`src/microPkg.sv`:
```
// Microword field types and condition codes for the condition and console block
`default_nettype none

package microPkg;

  // COND field, group in the upper three bits and item in the lower three
  typedef logic [5:0] condT;

  // Magic-number field, bits 8 down to 0
  typedef logic [8:0] magicT;

  // Bus data bits 18 to 22 seen by CONO, bit 0 is bus bit 18
  typedef logic [4:0] ebusFieldT;

  // Condition codes in the 20-27 group
  localparam condT condDiagFunc  = 6'o20;
  localparam condT condEboxState = 6'o21;

  // Skip groups
  localparam logic [2:0] condSkipA = 3'd6;
  localparam logic [2:0] condSkipB = 3'd7;

endpackage

`default_nettype wire

```
`src/diagPkg.sv`:
```
// Console diagnostic function codes and readback word types
`default_nettype none

package diagPkg;

  typedef logic [2:0] diagFuncT;
  typedef logic [2:0] diagSelT;
  typedef logic [6:0] diagWordT;

  // Console control functions qualified by the diagnostic strobe
  localparam diagFuncT funcClrRun   = 3'd0;
  localparam diagFuncT funcSetRun   = 3'd1;
  localparam diagFuncT funcContinue = 3'd2;

  // Readback word selects
  localparam diagSelT selParity  = 3'd0;
  localparam diagSelT selCache   = 3'd1;
  localparam diagSelT selRun     = 3'd2;
  localparam diagSelT selState   = 3'd3;
  localparam diagSelT selConoApr = 3'd4;

endpackage

`default_nettype wire

```
`src/condDecode.sv`:
```
// Condition field decode, CONO and state strobes, and the registered skip bit
`timescale 1ns/10ps
`default_nettype none

module condDecode (
  input  wire logic           clk,
  input  wire logic           rstN,
  input  wire microPkg::condT  cond,
  input  wire microPkg::magicT magic,
  input  wire logic [7:0]     skipTestsA,
  input  wire logic           run,
  input  wire logic           start,
  input  wire logic           intReq,
  input  wire logic           trapEn,
  input  wire logic [3:0]     ucodeState,
  output logic                conoApr,
  output logic                conoPi,
  output logic                conoPag,
  output logic                stateLoad,
  output logic                skip
);
  import microPkg::*;

  // Magic function 01x selects the CONO family, low digit picks the device
  localparam logic [2:0] conoFunc    = 3'd1;
  localparam logic [2:0] conoItemApr = 3'd4;
  localparam logic [2:0] conoItemPi  = 3'd5;
  localparam logic [2:0] conoItemPag = 3'd6;

  logic [2:0] condGroup;
  logic [2:0] condItem;
  logic       conoSel;
  logic [7:0] skipTestsB;
  logic       skipNext;

  assign condGroup = cond[5:3];
  assign condItem  = cond[2:0];

  assign conoSel = (cond == condDiagFunc) && (magic[5:3] == conoFunc);
  assign conoApr = conoSel && (magic[2:0] == conoItemApr);
  assign conoPi  = conoSel && (magic[2:0] == conoItemPi);
  assign conoPag = conoSel && (magic[2:0] == conoItemPag);

  assign stateLoad = (cond == condEboxState);

  // Internal tests, item 0 in bit 0
  assign skipTestsB = {ucodeState, trapEn, run, ~start, intReq};

  always_comb begin
    case (condGroup)
      condSkipA: skipNext = skipTestsA[condItem];
      condSkipB: skipNext = skipTestsB[condItem];
      default:   skipNext = 1'b0;
    endcase
  end

  // Address bit 10 for the next microword
  always_ff @(posedge clk or negedge rstN) begin
    if (!rstN) begin
      skip <= 1'b0;
    end else begin
      skip <= skipNext;
    end
  end

endmodule

`default_nettype wire

```
`src/conControl.sv`:
```
// Console run and start control with synchronized strobes and interrupt request
`timescale 1ns/10ps
`default_nettype none

module conControl #(
  parameter int syncStages = 3
) (
  input  wire logic              clk,
  input  wire logic              rstN,
  input  wire logic              diagCtl,
  input  wire diagPkg::diagFuncT diagFunc,
  input  wire logic              piReady,
  output logic                   run,
  output logic                   start,
  output logic                   intReq
);
  import diagPkg::*;

  localparam int cntW = (syncStages > 1) ? $clog2(syncStages) : 1;

  typedef enum logic [1:0] {
    startIdle,
    startSync,
    startPulse
  } startStateT;

  startStateT            startState;
  logic [cntW-1:0]       syncCnt;
  logic                  setRun;
  logic                  clrRun;
  logic                  contReq;
  logic                  runReq;
  logic [syncStages-1:0] runSync;

  always_comb begin
    setRun  = 1'b0;
    clrRun  = 1'b0;
    contReq = 1'b0;
    if (diagCtl) begin
      case (diagFunc)
        funcClrRun:   clrRun = 1'b1;
        funcSetRun:   setRun = 1'b1;
        funcContinue: contReq = 1'b1;
        default:      ;
      endcase
    end
  end

  // Run request level, then the synchronizer chain
  always_ff @(posedge clk or negedge rstN) begin
    if (!rstN) begin
      runReq  <= 1'b0;
      runSync <= '0;
    end else begin
      if (setRun) begin
        runReq <= 1'b1;
      end else if (clrRun) begin
        runReq <= 1'b0;
      end
      runSync[0] <= runReq;
      for (int i = 1; i < syncStages; i++) begin
        runSync[i] <= runSync[i-1];
      end
    end
  end

  assign run = runSync[syncStages-1];

  // Continue is only taken when no start is in flight
  always_ff @(posedge clk or negedge rstN) begin
    if (!rstN) begin
      startState <= startIdle;
      syncCnt    <= '0;
    end else begin
      case (startState)
        startIdle: begin
          if (contReq) begin
            startState <= startSync;
            syncCnt    <= '0;
          end
        end
        startSync: begin
          if (syncCnt == cntW'(syncStages - 1)) begin
            startState <= startPulse;
          end else begin
            syncCnt <= syncCnt + cntW'(1);
          end
        end
        default: startState <= startIdle;
      endcase
    end
  end

  assign start = (startState == startPulse);

  always_ff @(posedge clk or negedge rstN) begin
    if (!rstN) begin
      intReq <= 1'b0;
    end else begin
      intReq <= piReady;
    end
  end

endmodule

`default_nettype wire

```
`src/conStatusRegs.sv`:
```
// CONO-loaded configuration flip-flops and microcode state flags
`timescale 1ns/10ps
`default_nettype none

module conStatusRegs (
  input  wire logic               clk,
  input  wire logic               rstN,
  input  wire logic               conoApr,
  input  wire logic               conoPi,
  input  wire logic               conoPag,
  input  wire logic               stateLoad,
  input  wire microPkg::ebusFieldT ebusData,
  input  wire microPkg::magicT     magic,
  output logic                    parAdr,
  output logic                    parData,
  output logic                    parDir,
  output logic                    cacheLook,
  output logic                    cacheLoad,
  output logic                    pagingEn,
  output logic                    trapEn,
  output logic [3:0]              ucodeState
);
  import microPkg::*;

  // CONO strobes are one-hot, APR lands outside this block
  always_ff @(posedge clk or negedge rstN) begin
    if (!rstN) begin
      parAdr    <= 1'b0;
      parData   <= 1'b0;
      parDir    <= 1'b0;
      cacheLook <= 1'b0;
      cacheLoad <= 1'b0;
      pagingEn  <= 1'b0;
      trapEn    <= 1'b0;
    end else begin
      case ({conoApr, conoPi, conoPag})
        3'b010: begin
          parAdr  <= ebusData[0];
          parData <= ebusData[1];
          parDir  <= ebusData[2];
        end
        3'b001: begin
          cacheLook <= ebusData[0];
          cacheLoad <= ebusData[1];
          pagingEn  <= ebusData[3];
          trapEn    <= ebusData[4];
        end
        default: ;
      endcase
    end
  end

  // Pair 00 clears, 10 holds, x1 sets
  always_ff @(posedge clk or negedge rstN) begin
    if (!rstN) begin
      ucodeState <= '0;
    end else if (stateLoad) begin
      for (int i = 0; i < 4; i++) begin
        ucodeState[i] <= magic[2*i+1] | (magic[2*i+2] & ucodeState[i]);
      end
    end
  end

endmodule

`default_nettype wire

```
`src/diagReadback.sv`:
```
// Diagnostic readback multiplexer for console status
`timescale 1ns/10ps
`default_nettype none

module diagReadback (
  input  wire logic             diagRead,
  input  wire diagPkg::diagSelT diagSel,
  input  wire logic             parAdr,
  input  wire logic             parData,
  input  wire logic             parDir,
  input  wire logic             cacheLook,
  input  wire logic             cacheLoad,
  input  wire logic             pagingEn,
  input  wire logic             trapEn,
  input  wire logic             run,
  input  wire logic             start,
  input  wire logic [3:0]       ucodeState,
  input  wire logic             conoApr,
  output diagPkg::diagWordT     diagData
);
  import diagPkg::*;

  always_comb begin
    diagData = '0;
    if (diagRead) begin
      case (diagSel)
        selParity:  diagData[2:0] = {parDir, parData, parAdr};
        // Same bit positions as the CONO PAG data, bit 2 unused
        selCache:   diagData[3:0] = {pagingEn, 1'b0, cacheLoad, cacheLook};
        selRun:     diagData[2:0] = {trapEn, run, start};
        selState:   diagData[3:0] = ucodeState;
        selConoApr: diagData[0]   = conoApr;
        default:    diagData = '0;
      endcase
    end
  end

endmodule

`default_nettype wire

```
`src/conTop.sv`:
```
// Condition and console control block of the execution box
`timescale 1ns/10ps
`default_nettype none

module conTop #(
  parameter int syncStages = 3
) (
  input  wire logic               clk,
  input  wire logic               rstN,
  input  wire microPkg::condT      cond,
  input  wire microPkg::magicT     magic,
  input  wire logic [7:0]         skipTestsA,
  input  wire logic               piReady,
  input  wire microPkg::ebusFieldT ebusData,
  input  wire logic               diagCtl,
  input  wire diagPkg::diagFuncT   diagFunc,
  input  wire logic               diagRead,
  input  wire diagPkg::diagSelT    diagSel,
  output logic                    run,
  output logic                    start,
  output logic                    skip,
  output diagPkg::diagWordT        diagData,
  output logic                    parAdr,
  output logic                    parData,
  output logic                    parDir,
  output logic                    cacheLook,
  output logic                    cacheLoad,
  output logic                    pagingEn,
  output logic                    trapEn,
  output logic [3:0]              ucodeState
);

  logic intReq;
  logic conoApr;
  logic conoPi;
  logic conoPag;
  logic stateLoad;

  conControl #(
    .syncStages(syncStages)
  ) uConControl (
    .clk      (clk),
    .rstN     (rstN),
    .diagCtl  (diagCtl),
    .diagFunc (diagFunc),
    .piReady  (piReady),
    .run      (run),
    .start    (start),
    .intReq   (intReq)
  );

  condDecode uCondDecode (
    .clk        (clk),
    .rstN       (rstN),
    .cond       (cond),
    .magic      (magic),
    .skipTestsA (skipTestsA),
    .run        (run),
    .start      (start),
    .intReq     (intReq),
    .trapEn     (trapEn),
    .ucodeState (ucodeState),
    .conoApr    (conoApr),
    .conoPi     (conoPi),
    .conoPag    (conoPag),
    .stateLoad  (stateLoad),
    .skip       (skip)
  );

  conStatusRegs uConStatusRegs (
    .clk        (clk),
    .rstN       (rstN),
    .conoApr    (conoApr),
    .conoPi     (conoPi),
    .conoPag    (conoPag),
    .stateLoad  (stateLoad),
    .ebusData   (ebusData),
    .magic      (magic),
    .parAdr     (parAdr),
    .parData    (parData),
    .parDir     (parDir),
    .cacheLook  (cacheLook),
    .cacheLoad  (cacheLoad),
    .pagingEn   (pagingEn),
    .trapEn     (trapEn),
    .ucodeState (ucodeState)
  );

  diagReadback uDiagReadback (
    .diagRead   (diagRead),
    .diagSel    (diagSel),
    .parAdr     (parAdr),
    .parData    (parData),
    .parDir     (parDir),
    .cacheLook  (cacheLook),
    .cacheLoad  (cacheLoad),
    .pagingEn   (pagingEn),
    .trapEn     (trapEn),
    .run        (run),
    .start      (start),
    .ucodeState (ucodeState),
    .conoApr    (conoApr),
    .diagData   (diagData)
  );

endmodule

`default_nettype wire

```
`config.mk`:
```
export PLATFORM = sky130hd
export DESIGN_NAME = conTop
export DESIGN_NICKNAME = d
export VERILOG_FILES = /design/src/microPkg.sv /design/src/diagPkg.sv /design/src/condDecode.sv /design/src/conControl.sv /design/src/conStatusRegs.sv /design/src/diagReadback.sv /design/src/conTop.sv
export SDC_FILE = /design/constraint.sdc
export NUM_CORES = 1
export LEC_CHECK = 0
export ABC_CLOCK_PERIOD_IN_PS = 1800
export BUFFER_PORTS_ARGS = -buffer_cell sky130_fd_sc_hd__buf_2
export CORE_MARGIN = 5
export CORE_UTILIZATION = 45
export DETAILED_ROUTE_END_ITERATION = 7
export PLACE_DENSITY = 0.84
export SYNTH_ARGS = -nofsm -noshare
export SYNTH_HDL_FRONTEND = slang
export SYNTH_SLANG_ARGS = --single-unit
```
`constraint.sdc`:
```
create_clock -name clk -period 1.8 [get_ports clk]
set_input_delay 0.36 -clock clk [delete_from_list [all_inputs] [get_ports clk]]
set_output_delay 0.36 -clock clk [all_outputs]
set_load 0.01 [all_outputs]
```
-- Word-level counts from Yosys, hierarchy flattened
Index checks and enable logic that the tools add are counted.
- order comparisons: 1
- add/subtract/negate cells: 1
- bitwise operators: 9
- equal/unequal tests: 22
- mux-type cells: 23
- reductions and logical operators: 11
- operator list (cell ; number):
    3-bit == test, second input constant ; 6
    3-bit by 1-bit == test with 1-bit output, second input constant ; 4
    3-bit by 2-bit == test with 1-bit output, second input constant ; 4
    6-bit by 5-bit == test with 1-bit output, second input constant ; 2
    1-bit 2-to-1 mux ; 10
    2-bit 2-to-1 mux ; 4
    2-bit one-hot mux with 2 select lines ; 2
    2-bit one-hot mux with 4 select lines ; 1
    1-bit binary-select mux with 3-bit select ; 2
    3-bit logical NOT ; 2
    1-bit one-hot mux with 5 select lines ; 1
    1-bit AND ; 4
    2-bit == test, second input constant ; 2
    1-bit logical AND ; 4
    3-bit by 4-bit < comparator with 1-bit output, second input constant ; 1
    4-bit 2-to-1 mux ; 1
    2-bit by 1-bit != test with 1-bit output, second input constant ; 2
    1-bit OR ; 4
    1-bit one-hot mux with 2 select lines ; 2
    2-bit nonzero test ; 2
    3-bit AND reduction ; 1
    2-bit by 1-bit adder with 2-bit output, second input constant ; 1
    2-bit by 1-bit == test with 1-bit output, second input constant ; 1
    2-bit logical NOT ; 1
    3 further kinds ; 3
- word-level logic and storage cells: 81
- register bits: 21

-- Depth between registers and ports, before layout
Gate-level depths: netlist of the first run.
- word-level depth: 5
- gate-level depth with buffers: 5
- mapped depth without buffers: 5

-- Hierarchy
From an unflattened synthesis of the first run, not the netlist that was laid out.
- cells, all modules: 101
- area, all modules: 1206.2 µm²
- modules (own cells, without submodules) (module ; cells an instance ; area an instance (µm²) ; sequential area each (µm²) ; times used):
    conStatusRegs ; 28 ; 451.7 ; 275.3 ; 1
    conControl ; 25 ; 354.1 ; 225.2 ; 1
    condDecode ; 28 ; 250.2 ; 25.0 ; 1
    diagReadback ; 20 ; 150.1 ; 0.0 ; 1

-- Worst setup path after synthesis of the first run
Ideal clock, no wire load.
- path type: input to output
- start point: input cond[0]
- end point: output diagData[0]
- path slack: 0.084 ns
- cell stages on the path: 4
- arrival: 1.356 ns
- cells stage by stage: buf_6 > nor4b_4 > nand4b_4 > o31ai_1
- longest elaborated chain between the ends: 5
- ends and longest elaborated chain (item ; RTL line ; source):
    from (decl) ; conTop.sv:10 ; input wire microPkg::condT cond,
    6-bit by 5-bit == test with 1-bit output ; condDecode.sv:39 ; assign conoSel = (cond == condDiagFunc) && (magic[5:3] == conoFunc);
    1-bit logical AND ; condDecode.sv:39 ;
    1-bit logical AND ; condDecode.sv:40 ; assign conoApr = conoSel && (magic[2:0] == conoItemApr);
    1-bit one-hot mux with 5 select lines ; diagReadback.sv:26 ; case (diagSel)
    4-bit 2-to-1 mux ; diagReadback.sv:25 ; if (diagRead) begin
    to (decl) ; conTop.sv:22 ; output diagPkg::diagWordT diagData,
No other way between the ends.

-- Worst setup path in the final report of the first run
- start point: register uConControl.startState[1]
- end point: output diagData[0]
- longest elaborated chain between the ends: 3
- ends and longest elaborated chain (item ; RTL line ; source):
    from (decl) ; conControl.sv:27 ; startStateT startState;
    from (signal assigned) ; conControl.sv:72 ; startState <= startIdle;
    from (signal assigned) ; conControl.sv:78 ; startState <= startSync;
    from (signal assigned) ; conControl.sv:84 ; startState <= startPulse;
    2-bit == test ; conControl.sv:94 ; assign start = (startState == startPulse);
    1-bit one-hot mux with 5 select lines ; diagReadback.sv:26 ;
    4-bit 2-to-1 mux ; diagReadback.sv:25 ;
No other way between the ends.

==> results of run 1 <==
[Yosys cell counts]
master	count	area (um2)
sky130_fd_sc_hd__dfrtp_1	21	526
sky130_fd_sc_hd__clkbuf_1	1	3.75
sky130_fd_sc_hd__nand2_1	1	3.75
sky130_fd_sc_hd__nor3_4	1	16.3
sky130_fd_sc_hd__o21ai_0	8	40.0
sky130_fd_sc_hd__a31oi_1	1	6.26
sky130_fd_sc_hd__nand3_1	2	10.0
sky130_fd_sc_hd__a21o_1	2	15.0
sky130_fd_sc_hd__a211oi_1	1	7.51
sky130_fd_sc_hd__inv_1	7	26.3
sky130_fd_sc_hd__a22oi_1	1	7.51
sky130_fd_sc_hd__nor4b_1	3	26.3
sky130_fd_sc_hd__o211ai_1	1	7.51
sky130_fd_sc_hd__nand4_1	1	6.26
sky130_fd_sc_hd__nand3b_1	3	22.5
sky130_fd_sc_hd__nand4b_4	1	23.8
sky130_fd_sc_hd__o21bai_1	1	7.51
sky130_fd_sc_hd__mux2i_1	4	40.0
sky130_fd_sc_hd__nor3b_1	1	7.51
sky130_fd_sc_hd__ha_1	1	12.5
sky130_fd_sc_hd__and3b_1	2	17.5
sky130_fd_sc_hd__mux2_1	3	33.8
sky130_fd_sc_hd__nor4bb_1	1	10.0
sky130_fd_sc_hd__buf_4	3	22.5
sky130_fd_sc_hd__nor3b_4	1	18.8
sky130_fd_sc_hd__nand2b_1	2	12.5
sky130_fd_sc_hd__mux2_2	5	56.3
sky130_fd_sc_hd__buf_6	1	11.3
sky130_fd_sc_hd__conb_1	1	3.75
sky130_fd_sc_hd__and3_1	1	6.26
sky130_fd_sc_hd__o31ai_1	1	7.51
sky130_fd_sc_hd__mux4_2	5	113
sky130_fd_sc_hd__nor2_1	4	15.0
sky130_fd_sc_hd__nor2b_1	1	6.26
sky130_fd_sc_hd__nor4b_4	2	47.6
[kinds of logic after synthesis]
group | after synthesis | synth area share [%]
compound gates | 16 | 8.26
fa+ha+maj | 1 | 1.04
buf+inv | 12 | 5.33
flops | 21 | 43.9
mux | 17 | 20.3
other cells | 1 | 0.313
simple gates | 27 | 20.9
[worst paths after layout]
check                                                       from                                  endpoint  depth (start not counted)
setup / recovery           uConControl.startState[1]$_DFFE_PN0P_                               diagData[0]                          6
hold / removal                                           piReady              uConControl.intReq$_DFF_PN0_                          1
setup reg to reg           uConControl.startState[0]$_DFFE_PN0P_                uCondDecode.skip$_DFF_PN0_                          5
hold reg to reg                 uConControl.runSync[0]$_DFF_PN0_          uConControl.runSync[1]$_DFF_PN0_                          0
max in group asynchronous                                   rstN        uConStatusRegs.parData$_DFFE_PN0N_                          2
min in group asynchronous                                   rstN  uConStatusRegs.ucodeState[3]$_DFFE_PN0N_                          2
[worst register-to-register path, delay by kind of cell (launching register included)]
kind / cells / cell delay [ns]
AOI/OAI and AO/OA: 2 / 0.27
buffers and inverters: 1 / 0.12
DFF: 1 / 0.40
muxes: 1 / 0.44
and+or+nand+nor: 1 / 0.14
[sequential cells by signal, indices dropped and copies added (netlist names), 2 cells and up]
| name | flops |
|---|---|
| uConStatusRegs.ucodeState | 4 |
| uConControl.runSync | 3 |
| uConControl.syncCnt | 2 |
| uConControl.startState | 2 |
[per-stage QoR]
step	worst slack [ns]	TNS (ns)	util, %	power [mW]
CTS	-0.152	-0.262	62.3	1.19
global route	-0.235	-0.375	63.1	1.28
floorplan	0.0844	0	-	0.793
global placement	0.0173	0	59.5	0.910
detailed placement	-0.0213	-0.0484	59.5	0.934
finish	-0.143	-0.223	63.1	1.19
[power by group through the flow]
stage	sequential (mW)	combinational [mW]	clock, mW
floorplan	0.608	0.184	0
global placement	0.609	0.301	0
detailed placement	0.615	0.319	0
CTS	0.592	0.363	0.239
global route	0.605	0.413	0.266
finish	0.597	0.369	0.228
[per-layer routing]
layer / vias up / track usage, % / wire length (um)
met5: - / 0 / 0
met4: 0 / 5.76 / 46
met3: 6 / 4.61 / 318
met2: 52 / 29.1 / 1540
met1: 502 / 18.3 / 1030
li1: 487 / - / -
[layout make-up]
type                       instances  area (um2)
inverter                           7        26.3
multi-input combinational         64         623
fill                             211         930
clock inverter                     1        7.51
timing repair buffer              65         350
sequential                        21         526
clock buffer                       3        22.5
tap                               30        37.5
[what timing repair did]
item,CTS,global route
hold buffers,1,0
hold endpoints to repair,21,0
pin swaps,1,2
gates resized for setup,1,1
endpoints found under the setup margin,2,3
setup buffers,4,2
==> out/summary.json, run 1 <==
{
  "crit_path_start_kind": "flip-flop",
  "netlist-cell-type-count": 35,
  "area_delta_synth_final_pct": 33.0,
  "io_buf_count": 56,
  "worst_setup_hold_path_clk_slew_ns": 0.12,
  "route.final.wire_length_mm": 2.93,
  "ioPinCount": 60,
  "layout_worst_path_cycle_share_pct": 108,
  "skew_ns": 0.00296,
  "power_frac_seq_pct": 50.0,
  "failing_checks": "negative setup slack",
  "setup_ws_ns": -0.143,
  "cts_sinks": 21,
  "die-area_um2": 3790,
  "drt_first_pass_iters": 4,
  "critical_path.max_stage_delay_ns": 0.44,
  "timing.max_cap.violations": 0,
  "finish.instance_area_um2": 1590,
  "layout-drive-gt1-share_pct": 52.8,
  "clock_tree_root_buffer_cell": "sky130_fd_sc_hd__clkbuf_4",
  "combinationalPowerShare_pct": 30.9,
  "power_per_cell_area_nw_per_um2": 750,
  "grt_start_max_net_pins": 22,
  "ys_seq_elements": 21,
  "arrival_ns": 1.58,
  "power.ir.vdd_worst_v": 0.000787,
  "final.hold.worst_slack_ns": 0.154,
  "synth.avg_cell_area_um2": 12.6,
  "swShare_pct": 30.4,
  "syn-cell-area_um2": 1200,
  "drc": 0,
  "achievable-frequency_ghz": 0.515,
  "mostFrequentLayoutCells": "sky130_fd_sc_hd__buf_2, sky130_fd_sc_hd__dfrtp_1, sky130_fd_sc_hd__o21ai_0, sky130_fd_sc_hd__buf_4, sky130_fd_sc_hd__inv_1",
  "switching_power_mw": 0.363,
  "timing.final.crit_period_ns": 1.94,
  "synth.yosys.seq_area_share_pct": 43.9,
  "synth_cells": 95,
  "path_max_fanout": 2,
  "power.clock.fraction_pct": 19.1,
  "critical_path.cell_chain": "nand2b_4 > inv_2 > mux4_2 > nand3b_1 > o31ai_1 > buf_2",
  "total_core_area_um2": 2520,
  "final_net_count": 202,
  "critical_path_rt_ns": 1.44,
  "report.final.hold_viol_count": 0,
  "antenna_cells_inserted": 0,
  "route.detailed.vias_per_inst": 5.48,
  "globalRouteOverflowTotal": 0,
  "die_width_um": 61.6,
  "drv_slew": 0,
  "criticalPathCategory": "flip-flop to output port",
  "start_util_pct": 47.5,
  "track_usage_pct": 16.3,
  "tritoncts_clock_tree": "yes",
  "h-tree-depth": 1,
  "clk_latency_ns": 0.30,
  "layoutNonFillerInstCount": 191,
  "vias": 1047,
  "timing.hold.worst.class": "input pin to flip-flop",
  "dr.first_iter.drc_count": 55,
  "routabilityCongestion": 0.861,
  "leading_cell_type_in_the_layout_fill_and_taps_excluded": "sky130_fd_sc_hd__buf_2",
  "yosys_warnings": 0,
  "worst-path-buf-inv": 2,
  "die_h_um": 61.6,
  "rows": 18,
  "power.leakage_nw": 0.867,
  "crit_path_top_delay_cell": "sky130_fd_sc_hd__mux4_2",
  "cts_buffers": 3,
  "rsz0062_at_grt": "true",
  "r2r_setup_slack_ns": 0.32,
  "hpwl_mm": 2.47,
  "outcome": "finished, violations left",
  "detailed_place.area_um2": 1500,
  "internal-power_mw": 0.831,
  "critPathCaptureType": "output port",
  "first_global_vias": 1076,
  "route.antenna.remaining_nets": 0,
  "grt_pass1_wl_mm": 4.59,
  "numPlacedInstances": 180,
  "critical-path-top-delay-family": "multiplexers",
  "post_drt_wl_per_cell_um": 15.3,
  "antenna_found_initial": 0,
  "clock_tree.buffer_depth": 2,
  "setup_viol": 2
}
Power figures use the tool's default switching activity.
==> inputs of run 2 (changes only) <==
--- a/config.mk
+++ b/config.mk
@@ -7,6 +7,7 @@
 export LEC_CHECK = 0
 export ABC_CLOCK_PERIOD_IN_PS = 1800
 export BUFFER_PORTS_ARGS = -buffer_cell sky130_fd_sc_hd__buf_2
+export CORE_ASPECT_RATIO = 0.7
 export CORE_MARGIN = 5
 export CORE_UTILIZATION = 45
 export DETAILED_ROUTE_END_ITERATION = 7
==> out/summary.json, run 2 (synthesis results as in run 1) <==
{
  "outcome": "finished, violations left",
  "failing_checks": "negative setup slack",
  "globalRouteOverflowTotal": {"value": 0, "change": "unchanged"},
  "final_net_count": {"value": 204, "change": "+0.99%"},
  "ioPinCount": {"value": 60, "change": "unchanged"},
  "route.antenna.remaining_nets": {"value": 0, "change": "unchanged"},
  "io_buf_count": {"value": 56, "change": "unchanged"},
  "die_width": {"value": 71.7, "unit": "um", "change": "+16%"},
  "arrival": {"value": 1.54, "unit": "ns", "change": "-0.04 ns"},
  "rsz0062_at_grt": "true",
  "start_util": {"value": 48.0, "unit": "%", "change": "+0.50 points"},
  "route.final.wire_length": {"value": 3.03, "unit": "mm", "change": "+3.3%"},
  "critical_path_rt": {"value": 1.44, "unit": "ns", "change": "about the same"},
  "clock_tree.buffer_depth": {"value": 2, "change": "unchanged"},
  "cts_buffers": {"value": 3, "change": "unchanged"},
  "switching_power": {"value": 0.371, "unit": "mW", "change": "+2.2%"},
  "antenna_found_initial": {"value": 0, "change": "unchanged"},
  "h-tree-depth": {"value": 1, "change": "unchanged"},
  "power.clock.fraction": {"value": 23.4, "unit": "%", "change": "+4.3 points"},
  "timing.hold.worst.class": "input pin to asynchronous set/reset pin",
  "layout_worst_path_cycle_share": {"value": 106, "unit": "%", "change": "-2.4 points"},
  "leading_cell_type_in_the_layout_fill_and_taps_excluded": "sky130_fd_sc_hd__buf_2",
  "die_h": {"value": 53.2, "unit": "um", "change": "-14%"},
  "critPathCaptureType": "output port",
  "power.leakage": {"value": 0.885, "unit": "nW", "change": "+2.1%"},
  "combinationalPowerShare": {"value": 30.6, "unit": "%", "change": "-0.3 points"},
  "skew": {"value": 0.00655, "unit": "ns", "change": "+0.00359 ns"},
  "power_per_cell_area": {"value": 796, "unit": "nW/um2", "change": "+6.1%"},
  "final_core_util": {"value": 65.1, "unit": "%", "change": "+2.0 points"},
  "swShare": {"value": 28.7, "unit": "%", "change": "-1.7 points"},
  "vias": {"value": 1030, "change": "-1.6%"},
  "setup_ws": {"value": -0.0996, "unit": "ns", "change": "+0.0436 ns"},
  "layout-drive-gt1-share": {"value": 53.4, "unit": "%", "change": "+0.58 points"},
  "die-area": {"value": 3810, "unit": "um2", "change": "+0.43%"},
  "cts_sinks": {"value": 21, "change": "unchanged"},
  "grt_pass1_wl": {"value": 4.76, "unit": "mm", "change": "+3.8%"},
  "timing.critical_path.from": "uConControl.startState[1]$_DFFE_PN0P_",
  "achievable-frequency": {"value": 0.526, "unit": "GHz", "change": "+2.3%"},
  "numPlacedInstances": {"value": 186, "change": "+3.3%"},
  "drt_first_pass_iters": {"value": 4, "change": "unchanged"},
  "tritoncts_clock_tree": "yes",
  "drc": {"value": 0, "change": "unchanged"},
  "timing.final.crit_period": {"value": 1.90, "unit": "ns", "change": "-0.0436 ns"},
  "setup_viol": {"value": 1, "change": "-1"},
  "largest_register_ff_count": {"value": 4, "change": "unchanged"},
  "final_total_negative_setup_slack": {"value": -0.0996, "unit": "ns", "change": "+0.123 ns"},
  "power.ir.vdd_worst": {"value": 0.000640, "unit": "V", "change": "-19%"},
  "grt_start_max_net_pins": {"value": 22, "change": "unchanged"},
  "track_usage": {"value": 16.5, "unit": "%", "change": "+0.28 points"},
  "mostFrequentLayoutCells": "sky130_fd_sc_hd__buf_2, sky130_fd_sc_hd__dfrtp_1, sky130_fd_sc_hd__buf_4, sky130_fd_sc_hd__o21ai_0, sky130_fd_sc_hd__inv_1",
  "top_register": "uConStatusRegs.ucodeState",
  "clk_latency": {"value": 0.26, "unit": "ns", "change": "-0.04 ns"},
  "post_drt_wl_per_cell": {"value": 15.4, "unit": "um", "change": "+0.17%"},
  "clock_tree_root_buffer_cell": "sky130_fd_sc_hd__clkbuf_8",
  "reg.largest.list": "uConStatusRegs.ucodeState x4, uConControl.runSync x3",
  "drv_slew": {"value": 0, "change": "unchanged"},
  "internal-power": {"value": 0.923, "unit": "mW", "change": "+11%"},
  "timing.max_cap.violations": {"value": 0, "change": "unchanged"},
  "total_core_area": {"value": 2500, "unit": "um2", "change": "-1.0%"},
  "rows": {"value": 15, "change": "-3"},
  "area_delta_synth_final_pct": 35.7,
  "path_max_fanout": {"value": 2, "change": "unchanged"},
  "crit_path_start_kind": "flip-flop",
  "hpwl": {"value": 2.49, "unit": "mm", "change": "+0.91%"},
  "power_frac_seq": {"value": 46.0, "unit": "%", "change": "-4.0 points"},
  "first_global_vias": {"value": 1041, "change": "-3.3%"},
  "routabilityCongestion": {"value": 0.867, "change": "+0.64%"},
  "report.final.hold_viol_count": {"value": 0, "change": "unchanged"},
  "layoutNonFillerInstCount": {"value": 197, "change": "+3.1%"},
  "r2r-start": "uConControl.startState[0]$_DFFE_PN0P_",
  "cts_hold_buffers": {"value": 0, "change": "-1"},
  "criticalPathCategory": "flip-flop to output port",
  "worst_setup_hold_path_clk_slew": {"value": 0.08, "unit": "ns", "change": "-0.04 ns"},
  "route.detailed.vias_per_inst": {"value": 5.23, "change": "-4.6%"},
  "antenna_cells_inserted": {"value": 0, "change": "unchanged"},
  "dr.first_iter.drc_count": {"value": 60, "change": "+9.1%"}
}
-- run 2: what timing repair did --
| action | 4_1_cts | 5_1_grt |
|---|---|---|
| gates resized for setup | 1 | 1 |
| setup endpoints to repair | 2 | 2 |
| pin swaps | 2 | 0 |
| setup buffers | 5 | 2 |
-- run 2: path summary, 6_finish.rpt --
kind                            slack, ns  depth (start not counted)                                        to
max in group asynchronous            1.43                          1          uConControl.runSync[2]$_DFF_PN0_
worst max-delay path                 -0.1                          6                               diagData[0]
min in group clk                     0.22                          1              uConControl.intReq$_DFF_PN0_
worst max register to register       0.18                          6                uCondDecode.skip$_DFF_PN0_
worst min register to register       0.36                          0          uConControl.runSync[2]$_DFF_PN0_
worst min-delay path                 0.04                          1  uConStatusRegs.ucodeState[1]$_DFFE_PN0N_
-- run 2: cell type report --
cell class                 instances  area, um2
clock buffer                       4       45.0
fill                             193        871
inverter                           7       26.3
multi-input combinational         64        623
sequential                        21        526
tap                               34       42.5
timing repair buffer              67        363
-- run 2: stage by stage --
stage                     hold slack (ns)  setup WS (ns)  instance area [um2]  total power [mW]
final                              0.0407        -0.0996                 1630              1.29
after CTS                          0.0568        -0.0898                 1600              1.28
after global placement              0.330         0.0150                 1520             0.928
after detailed placement            0.339        -0.0225                 1520             0.955
after global routing               0.0877         -0.152                 1630              1.37
after floorplan                    0.0644         0.0844                 1200             0.793
-- run 2: routing by layer --
metal | part of all wire, % | vias up | GRT usage (%)
met5 | 0 | - | 0
met4 | 0.56 | 0 | 5.63
met3 | 10 | 2 | 6.07
met2 | 51 | 52 | 29.6
met1 | 38 | 489 | 18.3
li1 | - | 487 | -
-- run 2: critical path, cell delays in order, from the launching register on --
cell and delay (ns):
sky130_fd_sc_hd__dfrtp_1 0.41, sky130_fd_sc_hd__nand2b_4 0.08, sky130_fd_sc_hd__inv_2 0.04, sky130_fd_sc_hd__mux4_2 0.44
sky130_fd_sc_hd__nand3b_1 0.10, sky130_fd_sc_hd__o31ai_1 0.07, sky130_fd_sc_hd__buf_2 0.14
-- run 2: power groups by stage --
stage	Combinational, mW	Sequential, mW	Clock (mW)
6_report	0.395	0.595	0.303
5_1_grt	0.438	0.606	0.328
4_1_cts	0.382	0.591	0.310
3_5_place_dp	0.349	0.607	0
3_3_place_gp	0.327	0.601	0
2_1_floorplan	0.184	0.608	0
